$ cat src/hw/vdiv_pkg.sv
//***********************************************************
// Shared widths, lane count and the half-precision word type
// for the vector divide unit. Files refer to these items by
// scoped names.
//***********************************************************
package vdiv_pkg;

    // Half-precision format
    localparam int EXP_WIDTH  = 5;
    localparam int MANT_WIDTH = 10;
    localparam int FP_WIDTH   = 1 + EXP_WIDTH + MANT_WIDTH;

    // Quotient carries two extra bits for normalization plus one round bit
    localparam int QUOT_WIDTH = MANT_WIDTH + 3;

    // Divider step counter, counts 0 to QUOT_WIDTH-1
    localparam int DIV_COUNT_WIDTH = $clog2(QUOT_WIDTH);

    // Signed exponent math needs two guard bits
    localparam logic signed [EXP_WIDTH+1:0] EXP_BIAS = 15;
    localparam logic signed [EXP_WIDTH+1:0] EXP_INF  = 31;

    // Vector unit organization
    localparam int NUM_LANES      = 2;
    localparam int LANE_IDX_WIDTH = $clog2(NUM_LANES);
    localparam int TAG_WIDTH      = 4;

    typedef struct packed {
        logic                  sign;
        logic [EXP_WIDTH-1:0]  exp;
        logic [MANT_WIDTH-1:0] mant;
    } fp_fields_t;

    // One word seen either as raw bits or as IEEE fields
    typedef union packed {
        logic [FP_WIDTH-1:0] bits;
        fp_fields_t          fields;
    } fp_word_t;

endpackage

$ cat src/hw/mant_divider.sv
//***********************************************************
// Restoring mantissa divider, one quotient bit per cycle.
// Pulse en to load x and y; result equals x*2^12/y (integer
// part) once done pulses, QUOT_WIDTH cycles later.
//***********************************************************
`timescale 1ns/1ns

module mant_divider (
    input  logic                            CLK,
    input  logic                            nRST,
    input  logic                            en,
    input  logic [vdiv_pkg::MANT_WIDTH:0]   x,
    input  logic [vdiv_pkg::MANT_WIDTH:0]   y,
    output logic [vdiv_pkg::QUOT_WIDTH-1:0] result,
    output logic                            done
);

    logic                                 busy;
    logic [vdiv_pkg::DIV_COUNT_WIDTH-1:0] count;
    logic [vdiv_pkg::MANT_WIDTH+1:0]      rem;
    logic [vdiv_pkg::MANT_WIDTH:0]        divisor;
    logic [vdiv_pkg::QUOT_WIDTH-1:0]      quot;
    logic [vdiv_pkg::MANT_WIDTH+2:0]      diff;
    logic                                 ge;

    // Trial subtraction, top bit is the borrow
    assign diff = {1'b0, rem} - {2'b00, divisor};
    assign ge   = ~diff[vdiv_pkg::MANT_WIDTH+2];

    always_ff @(posedge CLK, negedge nRST) begin
        if (!nRST) begin
            busy  <= 1'b0;
            count <= '0;
            done  <= 1'b0;
        end else begin
            done <= 1'b0;
            if (en) begin
                busy  <= 1'b1;
                count <= '0;
            end else if (busy) begin
                count <= count + 1'b1;
                if (count == vdiv_pkg::QUOT_WIDTH - 1) begin
                    busy <= 1'b0;
                    done <= 1'b1;
                end
            end
        end
    end

    // Remainder stays below 2*y, so it fits in MANT_WIDTH+2 bits
    always_ff @(posedge CLK) begin
        if (en) begin
            rem     <= {1'b0, x};
            divisor <= y;
        end else if (busy) begin
            quot <= {quot[vdiv_pkg::QUOT_WIDTH-2:0], ge};
            if (ge)
                rem <= {diff[vdiv_pkg::MANT_WIDTH:0], 1'b0};
            else
                rem <= {rem[vdiv_pkg::MANT_WIDTH:0], 1'b0};
        end
    end

    assign result = quot;

endmodule

$ cat src/hw/fp_div.sv
//***********************************************************
// One half-precision divide lane with valid/ready on both
// sides. Special operands finish at once; all others run the
// iterative mantissa divider. Subnormals flush to zero.
//***********************************************************
`timescale 1ns/1ns

module fp_div (
    input  logic               CLK,
    input  logic               nRST,
    input  logic               valid_in,
    output logic               ready_in,
    input  vdiv_pkg::fp_word_t operand1,
    input  vdiv_pkg::fp_word_t operand2,
    output logic               valid_out,
    input  logic               ready_out,
    output vdiv_pkg::fp_word_t result
);

    logic accept;
    logic out_fire;
    logic first_cycle;
    logic done;

    logic a_zero, b_zero, a_inf, b_inf, a_nan, b_nan;
    logic is_nan, is_inf, is_zero, skip;
    logic final_sign;

    logic signed [vdiv_pkg::EXP_WIDTH+1:0] exp_diff;
    logic signed [vdiv_pkg::EXP_WIDTH+1:0] exp_q;
    logic signed [vdiv_pkg::EXP_WIDTH+1:0] exp_norm;
    logic signed [vdiv_pkg::EXP_WIDTH+1:0] exp_final;
    logic                                  sign_q;

    logic [vdiv_pkg::QUOT_WIDTH-1:0] quotient;
    logic [vdiv_pkg::MANT_WIDTH-1:0] mant_sel;
    logic                            round_bit;
    logic [vdiv_pkg::MANT_WIDTH:0]   mant_round;
    logic                            is_ovf, is_sub;

    vdiv_pkg::fp_word_t special_word;
    vdiv_pkg::fp_word_t div_word;

    assign accept   = valid_in && ready_in;
    assign out_fire = valid_out && ready_out;

    // Exponent zero covers both zero and subnormal
    assign a_zero = (operand1.fields.exp == '0);
    assign b_zero = (operand2.fields.exp == '0);
    assign a_inf  = (&operand1.fields.exp) && (operand1.fields.mant == '0);
    assign b_inf  = (&operand2.fields.exp) && (operand2.fields.mant == '0);
    assign a_nan  = (&operand1.fields.exp) && (operand1.fields.mant != '0);
    assign b_nan  = (&operand2.fields.exp) && (operand2.fields.mant != '0);

    assign is_nan  = a_nan || b_nan || (a_zero && b_zero) || (a_inf && b_inf);
    assign is_inf  = !is_nan && (a_inf || b_zero);
    assign is_zero = !is_nan && !is_inf && (a_zero || b_inf);
    assign skip    = is_nan || is_inf || is_zero;

    assign final_sign = operand1.fields.sign ^ operand2.fields.sign;
    assign exp_diff   = $signed({2'b00, operand1.fields.exp})
                      - $signed({2'b00, operand2.fields.exp}) + vdiv_pkg::EXP_BIAS;

    // Only normal operands reach here, so the hidden bit is always one
    mant_divider divider (
        .CLK   (CLK),
        .nRST  (nRST),
        .en    (accept && !skip),
        .x     ({1'b1, operand1.fields.mant}),
        .y     ({1'b1, operand2.fields.mant}),
        .result(quotient),
        .done  (done)
    );

    // Quotient lies in (0.5, 2); top bit picks the binary point
    always_comb begin
        if (quotient[vdiv_pkg::QUOT_WIDTH-1]) begin
            mant_sel  = quotient[vdiv_pkg::QUOT_WIDTH-2:2];
            round_bit = quotient[1];
            exp_norm  = exp_q;
        end else begin
            mant_sel  = quotient[vdiv_pkg::QUOT_WIDTH-3:1];
            round_bit = quotient[0];
            exp_norm  = exp_q - 1'b1;
        end
    end

    // A round carry out of the mantissa bumps the exponent
    assign mant_round = {1'b0, mant_sel} + {{vdiv_pkg::MANT_WIDTH{1'b0}}, round_bit};
    assign exp_final  = exp_norm
                      + {{(vdiv_pkg::EXP_WIDTH+1){1'b0}}, mant_round[vdiv_pkg::MANT_WIDTH]};
    assign is_ovf     = (exp_final >= vdiv_pkg::EXP_INF);
    assign is_sub     = exp_final[vdiv_pkg::EXP_WIDTH+1] || (exp_final == '0);

    always_comb begin
        div_word.fields.sign = sign_q;
        if (is_ovf) begin
            div_word.fields.exp  = '1;
            div_word.fields.mant = '0;
        end else if (is_sub) begin
            div_word.fields.exp  = '0;
            div_word.fields.mant = '0;
        end else begin
            div_word.fields.exp  = exp_final[vdiv_pkg::EXP_WIDTH-1:0];
            div_word.fields.mant = mant_round[vdiv_pkg::MANT_WIDTH-1:0];
        end
    end

    // Canonical NaN is quiet with only the top mantissa bit set
    always_comb begin
        special_word.fields.sign = final_sign;
        if (is_nan) begin
            special_word.fields.exp  = '1;
            special_word.fields.mant = {1'b1, {(vdiv_pkg::MANT_WIDTH-1){1'b0}}};
        end else if (is_inf) begin
            special_word.fields.exp  = '1;
            special_word.fields.mant = '0;
        end else begin
            special_word.fields.exp  = '0;
            special_word.fields.mant = '0;
        end
    end

    always_ff @(posedge CLK) begin
        if (accept) begin
            sign_q <= final_sign;
            exp_q  <= exp_diff;
            if (skip)
                result <= special_word;
        end else if (done) begin
            result <= div_word;
        end
    end

    always_ff @(posedge CLK, negedge nRST) begin
        if (!nRST) begin
            valid_out   <= 1'b0;
            ready_in    <= 1'b0;
            first_cycle <= 1'b1;
        end else begin
            first_cycle <= 1'b0;
            if (done || (accept && skip))
                valid_out <= 1'b1;
            else if (out_fire)
                valid_out <= 1'b0;
            if (first_cycle || out_fire)
                ready_in <= 1'b1;
            else if (accept)
                ready_in <= 1'b0;
        end
    end

endmodule

$ cat config.mk
export PLATFORM = sky130hd
export DESIGN_NAME = fp_div
export DESIGN_NICKNAME = d
export VERILOG_FILES = /design/src/hw/vdiv_pkg.sv /design/src/hw/mant_divider.sv /design/src/hw/fp_div.sv
export SDC_FILE = /design/constraint.sdc
export NUM_CORES = 1
export LEC_CHECK = 0
export BUFFER_PORTS_ARGS = -buffer_cell sky130_fd_sc_hd__buf_4
export CAP_MARGIN = 0
export CORE_AREA = 5 5 99 101
export CTS_BUF_LIST = sky130_fd_sc_hd__clkbuf_16
export CTS_CLUSTER_DIAMETER = 60
export DETAILED_ROUTE_END_ITERATION = 10
export DIE_AREA = 0 0 104 106
export HOLD_SLACK_MARGIN = 0.15
export MAX_ROUTING_LAYER = met4
export PLACE_DENSITY = 0.75
export SLEW_MARGIN = 5
export SYNTH_ARGS = -nofsm -noshare
export SYNTH_HDL_FRONTEND = slang
export SYNTH_HIERARCHICAL = 1
export SYNTH_SLANG_ARGS = --single-unit
$ cat constraint.sdc
create_clock -name CLK -period 5 [get_ports CLK]
set_clock_uncertainty 0.15 [all_clocks]
set_input_delay 1 -clock CLK [delete_from_list [all_inputs] [get_ports CLK]]
set_output_delay 1 -clock CLK [all_outputs]
set_load 0.01 [all_outputs]
=== After elaboration in Yosys (flattened, before gate mapping) ===
Index checks and enable logic that the tools add are counted.

* Output and inout port bits: 18
* Word-level logic and storage cells: 92
* Input port bits: 36
* Bits in registers: 68

* Bitwise operators: 3
* $lt $le $gt $ge: 1
* Muxes and demuxes: 25
* Equality and inequality tests: 2
* Reduce and logical (&&, ||, !) cells: 41
* Add/subtract/negate cells: 7

{| class="wikitable"
|+ Operators with widths
! cell !! count
|-
| 15-bit 2-to-1 mux || 4
|-
| 16-bit 2-to-1 mux || 3
|-
| 10-bit 2-to-1 mux || 3
|-
| 10-bit logical NOT || 2
|-
| 10-bit nonzero test || 2
|-
| 1-bit logical AND || 13
|-
| 12-bit by 11-bit subtractor with 13-bit output || 1
|-
| 12-bit 2-to-1 mux || 1
|-
| 10-bit by 1-bit adder with 11-bit output || 1
|-
| 1-bit 2-to-1 mux || 11
|-
| 5-bit logical NOT || 2
|-
| 1-bit logical OR || 10
|-
| 5-bit AND reduction || 2
|-
| 4-bit 2-to-1 mux || 2
|-
| 2-bit nonzero test || 4
|-
| 6-bit by 5-bit adder with 7-bit output, second input constant || 1
|-
| 7-bit by 1-bit adder with 7-bit output || 1
|-
| 7-bit by 6-bit greater-or-equal comparator with 1-bit output, second input constant || 1
|-
| 7-bit logical NOT || 1
|-
| 7-bit 2-to-1 mux || 1
|-
| 7-bit by 1-bit subtractor with 7-bit output, second input constant || 1
|-
| 5-bit by 5-bit subtractor with 6-bit output || 1
|-
| 4-bit by 1-bit adder with 4-bit output, second input constant || 1
|-
| 4-bit == test, second input constant || 1
|-
| other kinds (5) || 9
|}

=== Depth between registers and ports, before layout ===
* Depth in word-level cells: 15
* Depth in mapped cells: 21
* Mapped depth without buffers: 16

=== Modules after synthesis ===
Netlist, hierarchy kept.

{| class="wikitable"
|+ Modules (own cells, without submodules)
! module !! sequential area each (um^2) !! times used !! area each (um^2) !! cells each
|-
| mant_divider || 1221.2 || 1 || 2273.4 || 197
|-
| fp_div || 797.0 || 1 || 2239.6 || 245
|}

=== Least setup slack after synthesis ===
Ideal clock, no wire load.

* Path kind: register -> register
* Start point: register divider.quot (netlist bit divider/result[12])
* End point: register result[7] (netlist name)
* Required time: 4.692 ns
* Period minus slack after synthesis: 4.812 ns
* Cell stages (with the launch flop): 21
* Path slack: 0.188 ns
* Library setup time: 0.158 ns
* Path buffers: 5
* Arrival time: 4.504 ns
* Cell sequence: edfxtp_1 > clkbuf_1 > buf_1 > clkbuf_1 > mux2_2 > ha_1 > ha_1 > nand2_1 > a21oi_1 > and3_1 > and3_1 > and3_1 > ha_1 > ha_1 > clkbuf_1 > xnor3_1 > nor3_1 > a311o_1 > a211o_1 > buf_6 > a211oi_2

{| class="wikitable"
|+ RTL lines
! element !! RTL line !! source
|-
| from (decl) || mant_divider.sv:22 || <nowiki>logic [vdiv_pkg::QUOT_WIDTH-1:0] quot;</nowiki>
|-
| from (signal assigned) || mant_divider.sv:56 || <nowiki>quot <= {quot[vdiv_pkg::QUOT_WIDTH-2:0], ge};</nowiki>
|}

==> impl_results.md <==
- Crit start category: register
- First-pass GRT wire length: 16.3 mm
- Layout cells sized above 1: 19.0%
- GP Congestion: 0.976
- Post-route insts no fill: 612
- FF-to-FF setup slack: 490 ps
- Routed length per instance: 15.9 µm
- Slew HR: 45.5%
- Most common cell after layout, fill and taps aside: edfxtp_1
- Initial core utilization: 50.5%
- Commonest register cell after synthesis: edfxtp_1
- Dpl cells: 596
- Max Slew Vio Count: 0
- EDFF count, synth: 59
- Crit path largest cell delay: 480 ps
- Root Buffer: clkbuf_16
- ANT nets after route: 0
- Hpwl dp: 7.20 mm
- Clk_lat worst skew: 330 ps
- Seq/Total Area, Yosys: 44.7%
- Filler cells: 755
- Yosys warning count: 6
- Routed WL: 9.73 mm
- CTS tree: built
- TNS Setup: 0 ps
- RSZ-0062 raised after global routing: no
- DRT iter0 DRCs: 183
- Port buffer count: 53
- Leakage: 0.00223 µW
- Largest cells by area after synthesis: edfxtp_1 39%, ha_1 6.7%, dfrtp_1 4.4%
- Met2 Track Usage GR: 30.1%
- CP Max Fanout: 32
- Actual slew at the worst max-slew pin: 796 ps
- Final setup violation count: 0
- Via count: 3556
- Leading area contributor after synthesis: edfxtp_1
- Die Area: 11000 µm²
- Pwr dens: 471 nW/µm²
- Die Ht: 106 µm
- Max cap viols: 0
- Gr busiest metal: met2
- Crit-path cells: buf_4, nand2b_1, nand2_1, ha_1, nand2_1, a21oi_1, and3_1, and3_1, and3_1, ha_1, or3b_2, o21ai_1, a22oi_1, xnor2_1, a211o_1, o22ai_1
- Critical Path Most Common Cell: and3_1
- Maximum clock rate: 222 MHz
- Synthesized cell area: 4510 µm²
- Asr flop ratio synth: 13.0%
- H-tree Lvls: 3
- DR DRC count: 0
- CTS Sinks: 69
- Maximum number of pins on one net before global-route repair: 38
- Antenna diodes: 0
- Final Hold Fails: 0
- Crit Path Class: register to register
- Global route overflow: 0
- Top Ports: 54
- Syn avg cell area: 10.2 µm²
- Mapped Cells: 442
- TritonCTS Buffers: 9
- Yosys cell types: 70
- Row count: 35
- Number of global-route vias before repair: 3541
- Area Growth Syn to Fin: 17.6%
- Slowest stage cell, crit path: or3b_2
- Synth Register Bits: 69
- CP Capture Type: register
- CP required: 4910 ps
- Arr. time, crit path: 4420 ps
- Initial antenna violation count: 0
- Core ar.: 8930 µm²
- Post-CTS Hold Buffers: 0
- GR Util All Layers: 18.5%
- Clock edge transition at the registers on the reported setup and hold paths: 60 ps
- Period minus WS final: 4510 ps
- Outcome: finished, final reports clean
- Max Root-Sink Buffers: 2
- Met1 Usage GRT: 22.3%
- Nets: 558
- Vias/cell: 5.81
- Final Cycle Share: 90.3%
- Top cell type's share of synthesized area: 39.3%
- DR pass1 iterations: 4
- VDD IR max: 0.000249 V
- Die width: 104 µm
- Hold Path Class: register to register
- Met3 usage: 3.40%
- Worst hold slack: 314 ps
- Commonest non-fill, non-tap cells in the layout: 59 x edfxtp_1, 57 x buf_4, 48 x nand2_1
==> layout make-up <==
type	count	area [µm²]	share of cell area [%]
multi-input cells	322	2290	43.2
clock inverters	7	66.3	1.25
flip-flops and latches	69	2020	38.0
well taps	111	139	2.62
clock buffers	9	225	4.24
inverters	37	139	2.62
repair buffers	57	428	8.06
==> synth_stat cells, types with 9 or more instances <==
cell type and instances:
edfxtp_1 59, nand2_1 48, inv_1 37, nor2_1 37, ha_1 24, o21ai_0 22
xor2_1 18, xnor2_1 16, a21oi_1 12, clkbuf_1 10, and3_1 9, nand3_1 9
==> registers in the layout, indices dropped and copies added (netlist names) <==
name	count
divider/divisor	11
exp_q	7
divider/done	1
valid_out	1
result	16
divider/count	4
ready_in	1
divider/rem	12
divider/result	13
divider/busy	1
sign_q	1
first_cycle	1
==> worst paths after layout <==
kind,depth (start not counted),to,from
worst max-delay path,16,result[9],divider/result[12]
worst max register to register,16,result[9],divider/result[12]
worst min-delay path,0,divider/result[1],divider/result[0]
worst min register to register,0,divider/result[1],divider/result[0]
min in group asynchronous,1,divider/count[1],nRST
max in group asynchronous,1,first_cycle,nRST
==> per-stage QoR <==
stage / area (µm²) / total power, µW / util, % / setup slack [ps]
2_1_floorplan: 4520 / 1630 / - / 188
3_5_place_dp: 5020 / 1870 / 56.2 / 382
6_report: 5310 / 2500 / 59.4 / 487
4_1_cts: 5310 / 2500 / 59.4 / 330
5_1_grt: 5310 / 2660 / 59.4 / 173
3_3_place_gp: 5020 / 1830 / 56.2 / 702
==> what timing repair did <==
action | in CTS | in global routing
gates resized for setup | 0 | 1
buffers inserted | 0 | 0
setup endpoints to repair | 0 | 1
==> cells by family (layout without fill, tap and decap cells) <==
logic type / after synthesis / after routing / synth area share, %
DFF: 69 / 69 / 44.7
AOI/OAI and AO/OA: 99 / 99 / 16.7
other: 2 / 3 / 0.166
buffers and inverters: 52 / 110 / 4.69
and+or+nand+nor: 151 / 151 / 16.9
xor gates and xnor gates: 36 / 36 / 7.60
muxes: 7 / 7 / 1.69
adders and majority gates: 26 / 26 / 7.54
==> layer usage <==
| layer | part of all wire [%] | vias up |
|---|---|---|
| li1 | - | 1731 |
| met1 | 44 | 1698 |
| met2 | 48 | 106 |
| met4 | 2.5 | 0 |
| met3 | 5.4 | 21 |
| met5 | 0 | - |
==> critical path: cells and delay by family (launching register included) <==
| family | cells | cell delay [ps] |
|---|---|---|
| flip-flops | 1 | 410 |
| XOR/XNOR | 1 | 390 |
| adder cells (fa/ha/maj) | 2 | 390 |
| AND/OR/NAND/NOR | 7 | 1510 |
| buffers and inverters | 1 | 250 |
| AO/OA/AOI/OAI | 5 | 1150 |
==> report_power, final <==
part	total, µW	internal (µW)	switching [µW]
sequential	907	800	106
clock	621	382	239
combinational	972	413	558
total	2500	1600	904
(Power assumes the default switching activity.)
