### config.mk
export PLATFORM = sky130hd
export DESIGN_NAME = lane_dispatch
export DESIGN_NICKNAME = d
export VERILOG_FILES = /design/src/hw/vdiv_pkg.sv /design/src/hw/lane_dispatch.sv
export SDC_FILE = /design/constraint.sdc
export NUM_CORES = 1
export LEC_CHECK = 0
export ABC_CLOCK_PERIOD_IN_PS = 1240
export BUFFER_PORTS_ARGS = -buffer_cell sky130_fd_sc_hd__buf_4
export CAP_MARGIN = 10
export CORE_AREA = 2 2 39 41
export DETAILED_ROUTE_END_ITERATION = 6
export DIE_AREA = 0 0 41 43
export PLACE_DENSITY = 0.57
export SLEW_MARGIN = 30
export SYNTH_ARGS = -nofsm -noshare
export SYNTH_HDL_FRONTEND = slang
export SYNTH_SLANG_ARGS = --single-unit
### constraint.sdc
create_clock -name CLK -period 1.24 [get_ports CLK]
set_clock_uncertainty 0.2 [all_clocks]
set_input_delay 0.124 -clock CLK [delete_from_list [all_inputs] [get_ports CLK]]
set_output_delay 0.124 -clock CLK [all_outputs]
set_load 0.01 [all_outputs]
### src/hw/vdiv_pkg.sv
//***********************************************************
// Shared widths, lane count and the half-precision word type
// for the vector divide unit. Files refer to these items by
// scoped names.
//***********************************************************
package vdiv_pkg;

    // Half-precision format
    localparam int EXP_WIDTH  = 5;
    localparam int MANT_WIDTH = 10;
    localparam int FP_WIDTH   = 1 + EXP_WIDTH + MANT_WIDTH;

    // Quotient carries two extra bits for normalization plus one round bit
    localparam int QUOT_WIDTH = MANT_WIDTH + 3;

    // Divider step counter, counts 0 to QUOT_WIDTH-1
    localparam int DIV_COUNT_WIDTH = $clog2(QUOT_WIDTH);

    // Signed exponent math needs two guard bits
    localparam logic signed [EXP_WIDTH+1:0] EXP_BIAS = 15;
    localparam logic signed [EXP_WIDTH+1:0] EXP_INF  = 31;

    // Vector unit organization
    localparam int NUM_LANES      = 2;
    localparam int LANE_IDX_WIDTH = $clog2(NUM_LANES);
    localparam int TAG_WIDTH      = 4;

    typedef struct packed {
        logic                  sign;
        logic [EXP_WIDTH-1:0]  exp;
        logic [MANT_WIDTH-1:0] mant;
    } fp_fields_t;

    // One word seen either as raw bits or as IEEE fields
    typedef union packed {
        logic [FP_WIDTH-1:0] bits;
        fp_fields_t          fields;
    } fp_word_t;

endpackage

### src/hw/lane_dispatch.sv
//***********************************************************
// Request dispatcher for the divide lanes. Sends each element
// to the lowest-numbered free lane and keeps that element's
// tag until the lane writes back.
//***********************************************************
`timescale 1ns/1ns

module lane_dispatch (
    input  logic                                                    CLK,
    input  logic                                                    nRST,
    input  logic                                                    req_valid,
    output logic                                                    req_ready,
    input  logic [vdiv_pkg::TAG_WIDTH-1:0]                          req_tag,
    output logic [vdiv_pkg::NUM_LANES-1:0]                          lane_valid,
    input  logic [vdiv_pkg::NUM_LANES-1:0]                          lane_ready,
    output logic [vdiv_pkg::NUM_LANES-1:0][vdiv_pkg::TAG_WIDTH-1:0] lane_tag
);

    logic [vdiv_pkg::NUM_LANES-1:0] pick;

    // Isolate the lowest set bit of the ready mask
    assign pick = lane_ready & (~lane_ready + 1'b1);

    // Valid only goes to a ready lane, so every raise is a transfer
    assign lane_valid = pick & {vdiv_pkg::NUM_LANES{req_valid}};
    assign req_ready  = |lane_ready;

    always_ff @(posedge CLK, negedge nRST) begin
        if (!nRST) begin
            lane_tag <= '0;
        end else begin
            for (int i = 0; i < vdiv_pkg::NUM_LANES; i++) begin
                if (lane_valid[i] && lane_ready[i])
                    lane_tag[i] <= req_tag;
            end
        end
    end

endmodule

# Yosys cells after proc, flatten, opt, wreduce, memory -nomap -nowiden
# Cells that the tools add are included.
[totals] wordCells=9 in_bits=9 out_inout_bits=11 register_bits=8
[op_classes] add_sub_neg=1 n_reduce_logical=3 bitwise=3
[op_table] op="bitwise AND 2 bit" count=2
[op_table] op="adder 2 x 1 -> 2 bit, second input constant" count=1
[op_table] op="logical AND 1 bit" count=2
[op_table] op="NOT 2 bit" count=1
[op_table] op="OR reduction 2 bit" count=1

# Longest topological paths before layout
# Gate-level depths: netlist of run 1.
[logic_depth] depth_word=5 depth_mapped=2 ltp_nobuf=2

# Worst setup path after synthesis of run 1
# Ideal clock, no wire load.
[synth_timing] path_kind="register -> register" startpoint="register lane_tag[0] (netlist name)" endpoint="register lane_tag[0] in the netlist's numbering" setup_ns=0.125 stages_incl_launch_ff=2 n_path_buf=0 slack_ns=0.269 arrival_time_ns=0.646 period_less_slack_ns=0.971 t_required_ns=0.915 path_cell_list="dfrtp_1 -> mux2_2"
[synth_rtl] item="to (signal, indexed assignment)" line="lane_dispatch.sv:34" text="lane_tag[i] <= req_tag;"
[synth_rtl] item="to (decl)" line="lane_dispatch.sv:16" text="output logic [vdiv_pkg::NUM_LANES-1:0][vdiv_pkg::TAG_WIDTH-1:0] lane_tag"

# Final worst setup path of run 1
[layout_timing] startpoint="input req_tag[1] in the netlist's numbering" endpoint="register lane_tag[5] in the netlist's numbering"
[layout_rtl] item="from (decl)" line="lane_dispatch.sv:13" text="input logic [vdiv_pkg::TAG_WIDTH-1:0] req_tag,"
# No word-level cell between the ends.

==> out/metrics.yaml, run 1 <==
run_status:
  outcome: "complete, no violations"
logic_synthesis:
  syn_inst: 21
  synth_top_area_share_pct: 58.0
  ys_seq_area_share_pct: 58.0
  yosysWarnings: 0
  syn_nets: 30
  syn_area_per_cell_um2: 16.4
  yosysUniqueCellTypes: 7
  synth_area_leaders: "dfrtp_1 (58%), mux2_4 (17%), mux2_2 (13%)"
  ys_ff_latch: 8
  synth_area_um2: 345
  yosysTopAreaCell: "dfrtp_1"
timing:
  finalCritPeriodShare_pct: 90.6
  rsz0062_at_grt: "no"
  worst_slack_ns: 0.117
  fin_setup_tns_ns: 0
  slew_viol_final: 0
  tightest_slew_ns: 0.130
  fin_crit_ns: 1.12
  setup_viol: 0
  relSlewSlack_pct: 91.3
  finalHoldWorstSlack_ns: 0.0206
  fmax_mhz: 891
  hold_violations: 0
placement:
  gp_congestion: 0.642
  placement.io_buffers: 19
  place_worst_setup_slack_ns: 0.152
  dp_cells: 56
power:
  pwr-share-seq_pct: 43.9
  p_per_area_mw_per_mm2: 1290
  switching_share_pct: 26.1
  intPower_uw: 555
  irDropWorstVdd_mv: 0.375
  power_frac_clock_pct: 27.3
  p_sw_uw: 196
  p_leak_nw: 0.312
  p_comb_share_pct: 28.9
clocking:
  clk_path_buf_depth: 2
  clk_pin_slew_ns: 0.06
  insertion_delay_ns: 0.25
  cts.htree.levels: 1
  cts_made_buffers: 3
  cts_tree: "done"
  cts_root_buf: "clkbuf_4"
  clkSinkCount: 8
drt:
  dr.pass1.iters: 2
  drt_wl_total_um: 780
  postRouteAntennaNets: 0
  drc: 0
  wl_per_cell_um: 12.2
  first_iter_violations: 1
  viasPerCell: 4.09
  routed-via-count: 262
final_layout:
  largest_register_ffs: 8
  final_cells: 64
  num_antenna_cells: 0
  top_register: "lane_tag"
  largestRegisters: "lane_tag x8"
  nNetsFinal: 59
  fillers: 132
  final-seq-area_um2: 200
  drive_gt1_share_pct: 68.8
  area.growth.synth_to_final_pct: 68.1
  multiInputGateArea_um2: 138
setup_path:
  reg2reg_to: "lane_tag[5]"
  worstSetupPathType: "input pin to flip-flop"
  critPathCaptureType: "flip-flop"
  crit_fanout: 2
  reg2reg_depth: 1
  reg2reg_from: "lane_tag[5]"
  cp.required_ns: 1.18
  arrival_ns: 1.06
  reg2reg_slack_ns: 0.28
  start_kind: "input pin"
job:
  maxCapViolCount: 0
floorplan:
  start_util_pct: 25.0
  placementRows: 14
  io_pins: 20
  die_area_mm2: 0.00176
  core_mm2: 0.00138
  fp.dieW_um: 41
  die_h_um: 43
global_routing:
  grt_pass1_wl_um: 1240
  grt_pass1_vias: 300
  antenna_found_initial: 0
  grt_remaining_overflow: 0
  grt_usage_pct: 10.8
  grt_max_degree: 9
min_path:
  min_path_type: "input pin to asynchronous set/reset pin"
[per-stage QoR]
stage / area [µm²] / power [mW] / util (%)
floorplan: 345 / 0.421 / -
global placement: 508 / 0.533 / 36.7
detailed placement: 508 / 0.541 / 36.7
CTS: 581 / 0.768 / 42.0
global route: 581 / 0.792 / 42.0
finish: 581 / 0.751 / 42.0
[cells by family after synthesis]
kind of cell           after synthesis  share of synthesized area, %
muxes                                8                          30.4
DFF                                  8                          58.0
and+or+nand+nor                      3                          9.42
buffers and inverters                2                          2.17
[cell type report]
cell class	count	share of cell area (%)
inverters	2	1.29
flip-flops and latches	8	34.5
repair buffers	24	33.2
well taps	16	3.45
clock buffers	3	3.88
multi-input cells	11	23.7
[layer usage]
layer	vias up	routed length (µm)	GRT usage, %	share of wire (%)
li1	125	-	-	-
met1	131	301	11.6	39
met2	6	433	16.9	56
met3	0	45	3.14	5.8
met4	0	0	8.00	0
met5	-	0	0	0
[power groups by stage]
stage          clock, mW  sequential (mW)  combinational (mW)
4_1_cts            0.219            0.329               0.220
3_3_place_gp           0            0.332               0.201
2_1_floorplan          0            0.353              0.0687
6_report           0.205            0.329               0.217
3_5_place_dp           0            0.334               0.207
5_1_grt            0.226            0.334               0.232
[synth_stat cells]
| cell | count |
|---|---|
| dfrtp_1 | 8 |
| mux2_2 | 4 |
| mux2_4 | 4 |
| inv_1 | 2 |
| nand2_2 | 1 |
| nand3b_4 | 1 |
| or2_2 | 1 |
[layout by cell type (no fill, tap or decap), drive strengths merged]
master       count
or2              1
buf             19
dlygate4sd3      5
dfrtp            8
nand3b           1
inv              2
clkbuf           3
mux2             8
nand2            1
[how the worst max path moves through the flow]
stage / startpoint / to / slack (ns)
2_1_floorplan: lane_tag[0] / lane_tag[0] / 0.27
3_3_place_gp: lane_ready[0] / lane_tag[7] / 0.17
3_5_place_dp: lane_ready[0] / lane_tag[5] / 0.15
4_1_cts: lane_tag[6] / lane_tag[6] / 0.11
5_1_grt: lane_tag[6] / lane_tag[6] / 0.10
6_report: req_tag[1] / lane_tag[5] / 0.12
[critical path, stage by stage]
cell	delay, ns
dlygate4sd3_1	0.54
buf_4	0.14
mux2_4	0.26
[repair_timing]
item                      CTS  global route
buffers inserted            0             0
hold buffers                5             0
hold endpoints to repair   16             0
resized for setup           0             0
(Power assumes the default switching activity.)
==> run 2: changes to the inputs <==
- CELL_PAD_IN_SITES_DETAIL_PLACEMENT: unset -> 1
- CELL_PAD_IN_SITES_GLOBAL_PLACEMENT: unset -> 1
- PLACE_DENSITY: 0.57 -> 0.69
==> run 2 against run 1 <==
Effect of this change: register-to-register slack worse by 0.02 ns; non-clock buffer count unchanged; final area is the same; maximum frequency shrank 1.6%; critical endpoint is now lane_tag[6]; highest routed layer unchanged.
==> out/metrics.yaml, run 2 (same netlist as run 1, synthesis figures left out) <==
setup_path:
  startpoint: "req_tag[2]"
  cp.required_ns: 1.17  # about the same
  crit_fanout: 2  # unchanged
  reg2reg_slack_ns: 0.26  # -0.02 ns
  start_kind: "input pin"
  cp_slowest_cell: "dlygate4sd3_1"
  crit_chain: "dlygate4sd3_1, buf_4, mux2_4"
  worstSetupPathType: "input pin to flip-flop"
  reg2reg_from: "lane_tag[6]"
  slowest_delay_ns: 0.54  # about the same
  critPathCaptureType: "flip-flop"
  arrival_ns: 1.07  # about the same
clocking:
  insertion_delay_ns: 0.25  # about the same
  cts.htree.levels: 1  # unchanged
  cts-resized-gates: 0  # unchanged
  cts_made_buffers: 3  # unchanged
  clk_pin_slew_ns: 0.05  # about the same
  cts_root_buf: "clkbuf_4"
  cts_hold_buf: 5  # unchanged
  postCtsSetupRepairBufs: 0  # unchanged
  cts_tree: "done"
  clk_path_buf_depth: 2  # unchanged
  clkSinkCount: 8  # unchanged
final_layout:
  area.growth.synth_to_final_pct: 68.1  # unchanged
  largest_register_ffs: 8  # unchanged
  largestRegisters: "lane_tag x8"
  num_antenna_cells: 0  # unchanged
  layout_commonest_cell: "buf_4"
  fillers: 152  # +15%
  nNetsFinal: 59  # unchanged
  top_register: "lane_tag"
  most-common-layout-cells: "buf_4 (19), dfrtp_1 (8), dlygate4sd3_1 (5)"
  drive_gt1_share_pct: 68.8  # unchanged
  final_cells: 64  # unchanged
  fin_area_um2: 581  # unchanged
drt:
  viasPerCell: 4.19  # +2.3%
  dr.pass1.iters: 2  # unchanged
  routed-via-count: 268  # +2.3%
  drt_wl_total_um: 919  # +18%
  wl_per_cell_um: 14.4  # +18%
  first_iter_violations: 3  # +2
  drc: 0  # unchanged
  postRouteAntennaNets: 0  # unchanged
timing:
  finalCritPeriodShare_pct: 92.1  # +1.5 points
  fin_setup_tns_ns: 0  # unchanged
  fin_crit_ns: 1.14  # +0.0187 ns
  fmax_mhz: 876  # -1.6%
  slew_viol_final: 0  # unchanged
  relSlewSlack_pct: 90.7  # -0.63 points
  rsz0062_at_grt: "no"
  finalHoldWorstSlack_ns: 0.0343  # +0.0137 ns
  tightest_slew_ns: 0.140  # +0.00938 ns
  setup_viol: 0  # unchanged
  hold_violations: 0  # unchanged
power:
  p_per_area_mw_per_mm2: 1280  # -0.95%
  irDropWorstVdd_mv: 0.360  # -4.0%
  p_leak_nw: 0.312  # unchanged
  p_total_uw: 744  # -0.95%
floorplan:
  die_h_um: 43  # unchanged
  fp.dieW_um: 41  # unchanged
  placementRows: 14  # unchanged
  start_util_pct: 25.0  # unchanged
  core_mm2: 0.00138  # unchanged
  die_area_mm2: 0.00176  # unchanged
  io_pins: 20  # unchanged
global_routing:
  grt_use_met1_pct: 14.0  # +2.4 points
  grt_usage_pct: 13.2  # +2.3 points
  grt_pass1_vias: 311  # +3.7%
  grt_remaining_overflow: 0  # unchanged
  busiest_layer: "met2"
  grt_pass1_wl_um: 1460  # +18%
  use_met3_pct: 4.71  # +1.6 points
  grt_max_degree: 9  # unchanged
  antenna_found_initial: 0  # unchanged
  grt_util_met2_pct: 20.0  # +3.1 points
job:
  maxCapViolCount: 0  # unchanged
placement:
  placement.io_buffers: 19  # unchanged
  gp_congestion: 0.639  # -0.53%
  dp_cells: 56  # unchanged
  dpl-instance-area_um2: 508  # unchanged
run_status:
  outcome: "complete, no violations"
min_path:
  min_path_type: "input pin to asynchronous set/reset pin"
[run 2: cell counts in the layout (fill, tap and decap cells not counted)]
Identical to the previous run, type by type.
[run 2: worst paths after layout]
check	cells after the start	end
setup / recovery	3	lane_tag[6]
hold / removal	2	lane_tag[2]
setup reg to reg	1	lane_tag[6]
hold reg to reg	1	lane_tag[3]
max in group asynchronous	2	lane_tag[4]
min in group CLK	3	lane_tag[7]
[run 2: metrics by stage]
stage	utilization (%)	setup WS [ns]
6_report	42.0	0.0985
5_1_grt	42.0	0.0951
4_1_cts	42.0	0.114
3_5_place_dp	36.7	0.144
2_1_floorplan	-	0.269
3_3_place_gp	36.7	0.167
[run 2: where the power goes]
group	switching [mW]	internal, mW
Sequential	0.0276	0.306
Combinational	0.0795	0.138
Clock	0.0821	0.110
[run 2: critical path: cells and delay by family]
family | cells | cell delay (ns)
buffers and inverters | 2 | 0.68
multiplexers | 1 | 0.27
[run 2: layout make-up]
type	count	area, µm²	area share (%)
clock buffers	3	22.5	3.88
inverters	2	7.51	1.29
multi-input cells	11	138	23.7
flip-flops and latches	8	200	34.5
well taps	16	20.0	3.45
repair buffers	24	193	33.2
[run 2: per-layer routing]
layer	vias up	routed length (µm)	part of all wire, %
met1	136	363	39
met3	0	50	5.4
met2	7	505	55
met5	-	0	0
li1	125	-	-
met4	0	0	0
==> run 3: changes to the inputs <==
- ABC_AREA: unset -> 1
- PLACE_DENSITY: 0.69 -> 0.73
- SLEW_MARGIN: 30 -> 20
==> run 3 against run 2 <==
Effect of this change: clock power is 7% higher; first-iteration DRC count is 33% lower; total power is 4.8% lower; non-clock buffer count is 3 higher; worst hold slack worse by 0.032 ns; largest cell class is now non-clock buffers; synthesized cell count is 81% higher; sequential cell count stayed put; cell count is 31% higher; setup slack better by 0.034 ns; core utilization is 0.99 points higher; register-to-register slack better by 0.16 ns.
==> out/metrics.yaml, run 3 <==
drt:
  met3_length_um: 68  # +36%
  wl_per_cell_um: 10.9  # -24%
  wl_met1_um: 374  # +3.0%
  drt_wl_total_um: 918  # -0.11%
  first_iter_violations: 2  # -1
  viasPerCell: 4.25  # +1.5%
  top_layer: "met3"
  dr.pass1.iters: 3  # +1
  postRouteAntennaNets: 0  # unchanged
  wl_met2_um: 475  # -5.9%
  routed-via-count: 357  # +33%
  drc: 0  # unchanged
logic_synthesis:
  synth_area_leaders: "dfrtp_1 (61%), nand2_1 (23%), nand4_1 (7.6%)"
  synth_ff_type: "dfrtp_1"
  synth.most_common_cell: "nand2_1"
  ys_ff_latch: 8  # unchanged
  synth_common_cells: "nand2_1 (20), dfrtp_1 (8), nand4_1 (4), inv_1 (2)"
  syn_area_per_cell_um2: 8.66  # -47%
  synth_edf_count: 0  # unchanged
  yosysWarnings: 0  # unchanged
  ys_seq_area_share_pct: 60.8  # +2.9 points
  yosysTopAreaCell: "dfrtp_1"
  syn_nets: 47  # +57%
  syn_inst: 38  # +81%
  synth_area_um2: 329  # -4.7%
  yosysUniqueCellTypes: 8  # +1
  async_flop_share_pct: 100  # unchanged
  synth_top_area_share_pct: 60.8  # +2.9 points
final_layout:
  layout_commonest_cell: "nand2_1"
  nNetsFinal: 79  # +34%
  largest_register_ffs: 8  # unchanged
  most-common-layout-cells: "nand2_1 (20), buf_4 (19), dlygate4sd3_1 (8), dfrtp_1 (8), nand4_1 (4)"
  largestRegisters: "lane_tag x8"
  top_register: "lane_tag"
  drive_gt1_share_pct: 36.8  # -32 points
  fillers: 169  # +11%
  fin_area_um2: 594  # +2.4%
  num_antenna_cells: 0  # unchanged
  area.growth.synth_to_final_pct: 80.6
setup_path:
  crit_fanout: 2  # unchanged
  reg2reg_slack_ns: 0.42  # +0.16 ns
  critPathTopFamily: "flip-flops"
  critPathCaptureType: "output pin"
  reg2reg_depth: 2  # +1
  path_buf_inv: 1  # -1
  arrival_ns: 0.78  # -0.29 ns
  reg2reg_to: "lane_tag[5]"
  cp_slowest_cell: "dfrtp_1"
  slowest_delay_ns: 0.38  # -0.16 ns
  start_kind: "flip-flop"
  crit_chain: "buf_4"
  worstSetupPathType: "flip-flop to output pin"
  cp.required_ns: 0.92  # -0.25 ns
  reg2reg_from: "lane_tag[5]"
clocking:
  postCtsSetupRepairBufs: 0  # unchanged
  clk_path_buf_depth: 2  # unchanged
  clkSinkCount: 8  # unchanged
  cts.htree.levels: 1  # unchanged
  insertion_delay_ns: 0.25  # about the same
  cts_tree: "done"
  cts_root_buf: "clkbuf_4"
  cts_made_buffers: 3  # unchanged
  clk_pin_slew_ns: 0.06  # about the same
timing:
  slew_viol_final: 0  # unchanged
  worst_slack_ns: 0.132  # +0.0340 ns
  tightest_slew_ns: 0.179  # +0.0394 ns
  hold_violations: 0  # unchanged
  rsz0062_at_grt: "no"
  fin_crit_ns: 1.11  # -0.0340 ns
  fin_setup_tns_ns: 0  # unchanged
  finalCritPeriodShare_pct: 89.3  # -2.7 points
  relSlewSlack_pct: 88.0  # -2.6 points
  setup_viol: 0  # unchanged
  fmax_mhz: 903  # +3.1%
power:
  p_leak_nw: 0.334  # +7.1%
  p_per_area_mw_per_mm2: 1190  # -7.0%
  p_total_uw: 708  # -4.8%
  irDropWorstVdd_mv: 0.491  # +36%
min_path:
  min_from: "lane_ready[0]"
  min_delay_worst_endpoint: "lane_tag[4]"
  min_path_type: "input pin to flip-flop"
  min_path_cells: 4
floorplan:
  die_area_mm2: 0.00176  # unchanged
  core_mm2: 0.00138  # unchanged
  fp.dieW_um: 41  # unchanged
  die_h_um: 43  # unchanged
  io_pins: 20  # unchanged
  placementRows: 14  # unchanged
  start_util_pct: 23.8  # -1.2 points
global_routing:
  grt_max_degree: 9  # unchanged
  grt_remaining_overflow: 0  # unchanged
  grt_usage_pct: 13.3  # +0.11 points
  antenna_found_initial: 0  # unchanged
  grt_pass1_vias: 379  # +22%
  grt_pass1_wl_um: 1480  # +1.4%
job:
  maxCapViolCount: 0  # unchanged
placement:
  place_worst_setup_slack_ns: 0.185  # +0.0410 ns
  gp_congestion: 0.675  # +5.6%
  placement.io_buffers: 19  # unchanged
  dp_hpwl_um: 667
  dpl-instance-area_um2: 492  # -3.2%
run_status:
  outcome: "complete, no violations"
## run 3: cell types whose count changed in the layout (fill, tap and decap cells not counted)
cell           change
mux2_4             -4
nand3b_4           -1
nand3_1            +1
mux2_2             -4
nand2_1           +20
dlygate4sd3_1      +3
nand4_1            +4
inv_2              +1
## run 3: logic make-up (layout without fill, tap and decap cells)
kind of cell           count (synthesis)  in the layout  share of synthesized area, %
buffers and inverters                  3             33                          3.42
DFF                                    8              8                          60.8
and+or+nand+nor                       27             27                          35.7
## run 3: worst max path at each step
stage                  start             to  depth (start not counted)
2_1_floorplan    lane_tag[0]    lane_tag[0]                          2
3_3_place_gp   lane_ready[0]  lane_valid[1]                          5
3_5_place_dp   lane_ready[0]  lane_valid[1]                          5
4_1_cts          lane_tag[5]    lane_tag[5]                          1
5_1_grt          lane_tag[5]    lane_tag[5]                          1
6_report         lane_tag[5]    lane_tag[5]                          1
## run 3: cell type report
| type | instances | area, µm² | share of cell area [%] |
|---|---|---|---|
| Clock buffer | 3 | 22.5 | 3.79 |
| Inverter | 3 | 11.3 | 1.89 |
| Multi-Input combinational cell | 27 | 118 | 19.8 |
| Sequential cell | 8 | 200 | 33.7 |
| Tap cell | 16 | 20.0 | 3.37 |
| Timing Repair Buffer | 27 | 223 | 37.5 |
## run 3: routing by layer
layer,up-vias,global-route usage [%]
li1,182,-
met1,162,15.3
met2,13,20.0
met3,0,4.71
met4,0,8.00
met5,-,0
## run 3: metrics by stage
| step | instances | utilization (%) | hold slack, ns |
|---|---|---|---|
| floorplan | 38 | - | -0.372 |
| global placement | 73 | 35.5 | -0.253 |
| detailed placement | 73 | 35.5 | -0.249 |
| CTS | 84 | 42.9 | 0.00129 |
| global route | 84 | 42.9 | 0.0149 |
| finish | 84 | 42.9 | 0.00213 |
## run 3: power by group
group / internal, mW / switching (mW) / leakage (nW) / total, mW
clock network: 0.111 / 0.0942 / 0.0138 / 0.205
logic: 0.101 / 0.0844 / 0.221 / 0.186
registers: 0.298 / 0.0184 / 0.0994 / 0.317
total: 0.511 / 0.197 / 0.334 / 0.708
## run 3: timing repair
item | CTS | global route
resized for setup | 0 | 0
hold endpoints to repair | 16 | 0
endpoints found under the setup margin | 0 | 0
hold buffers | 8 | 0
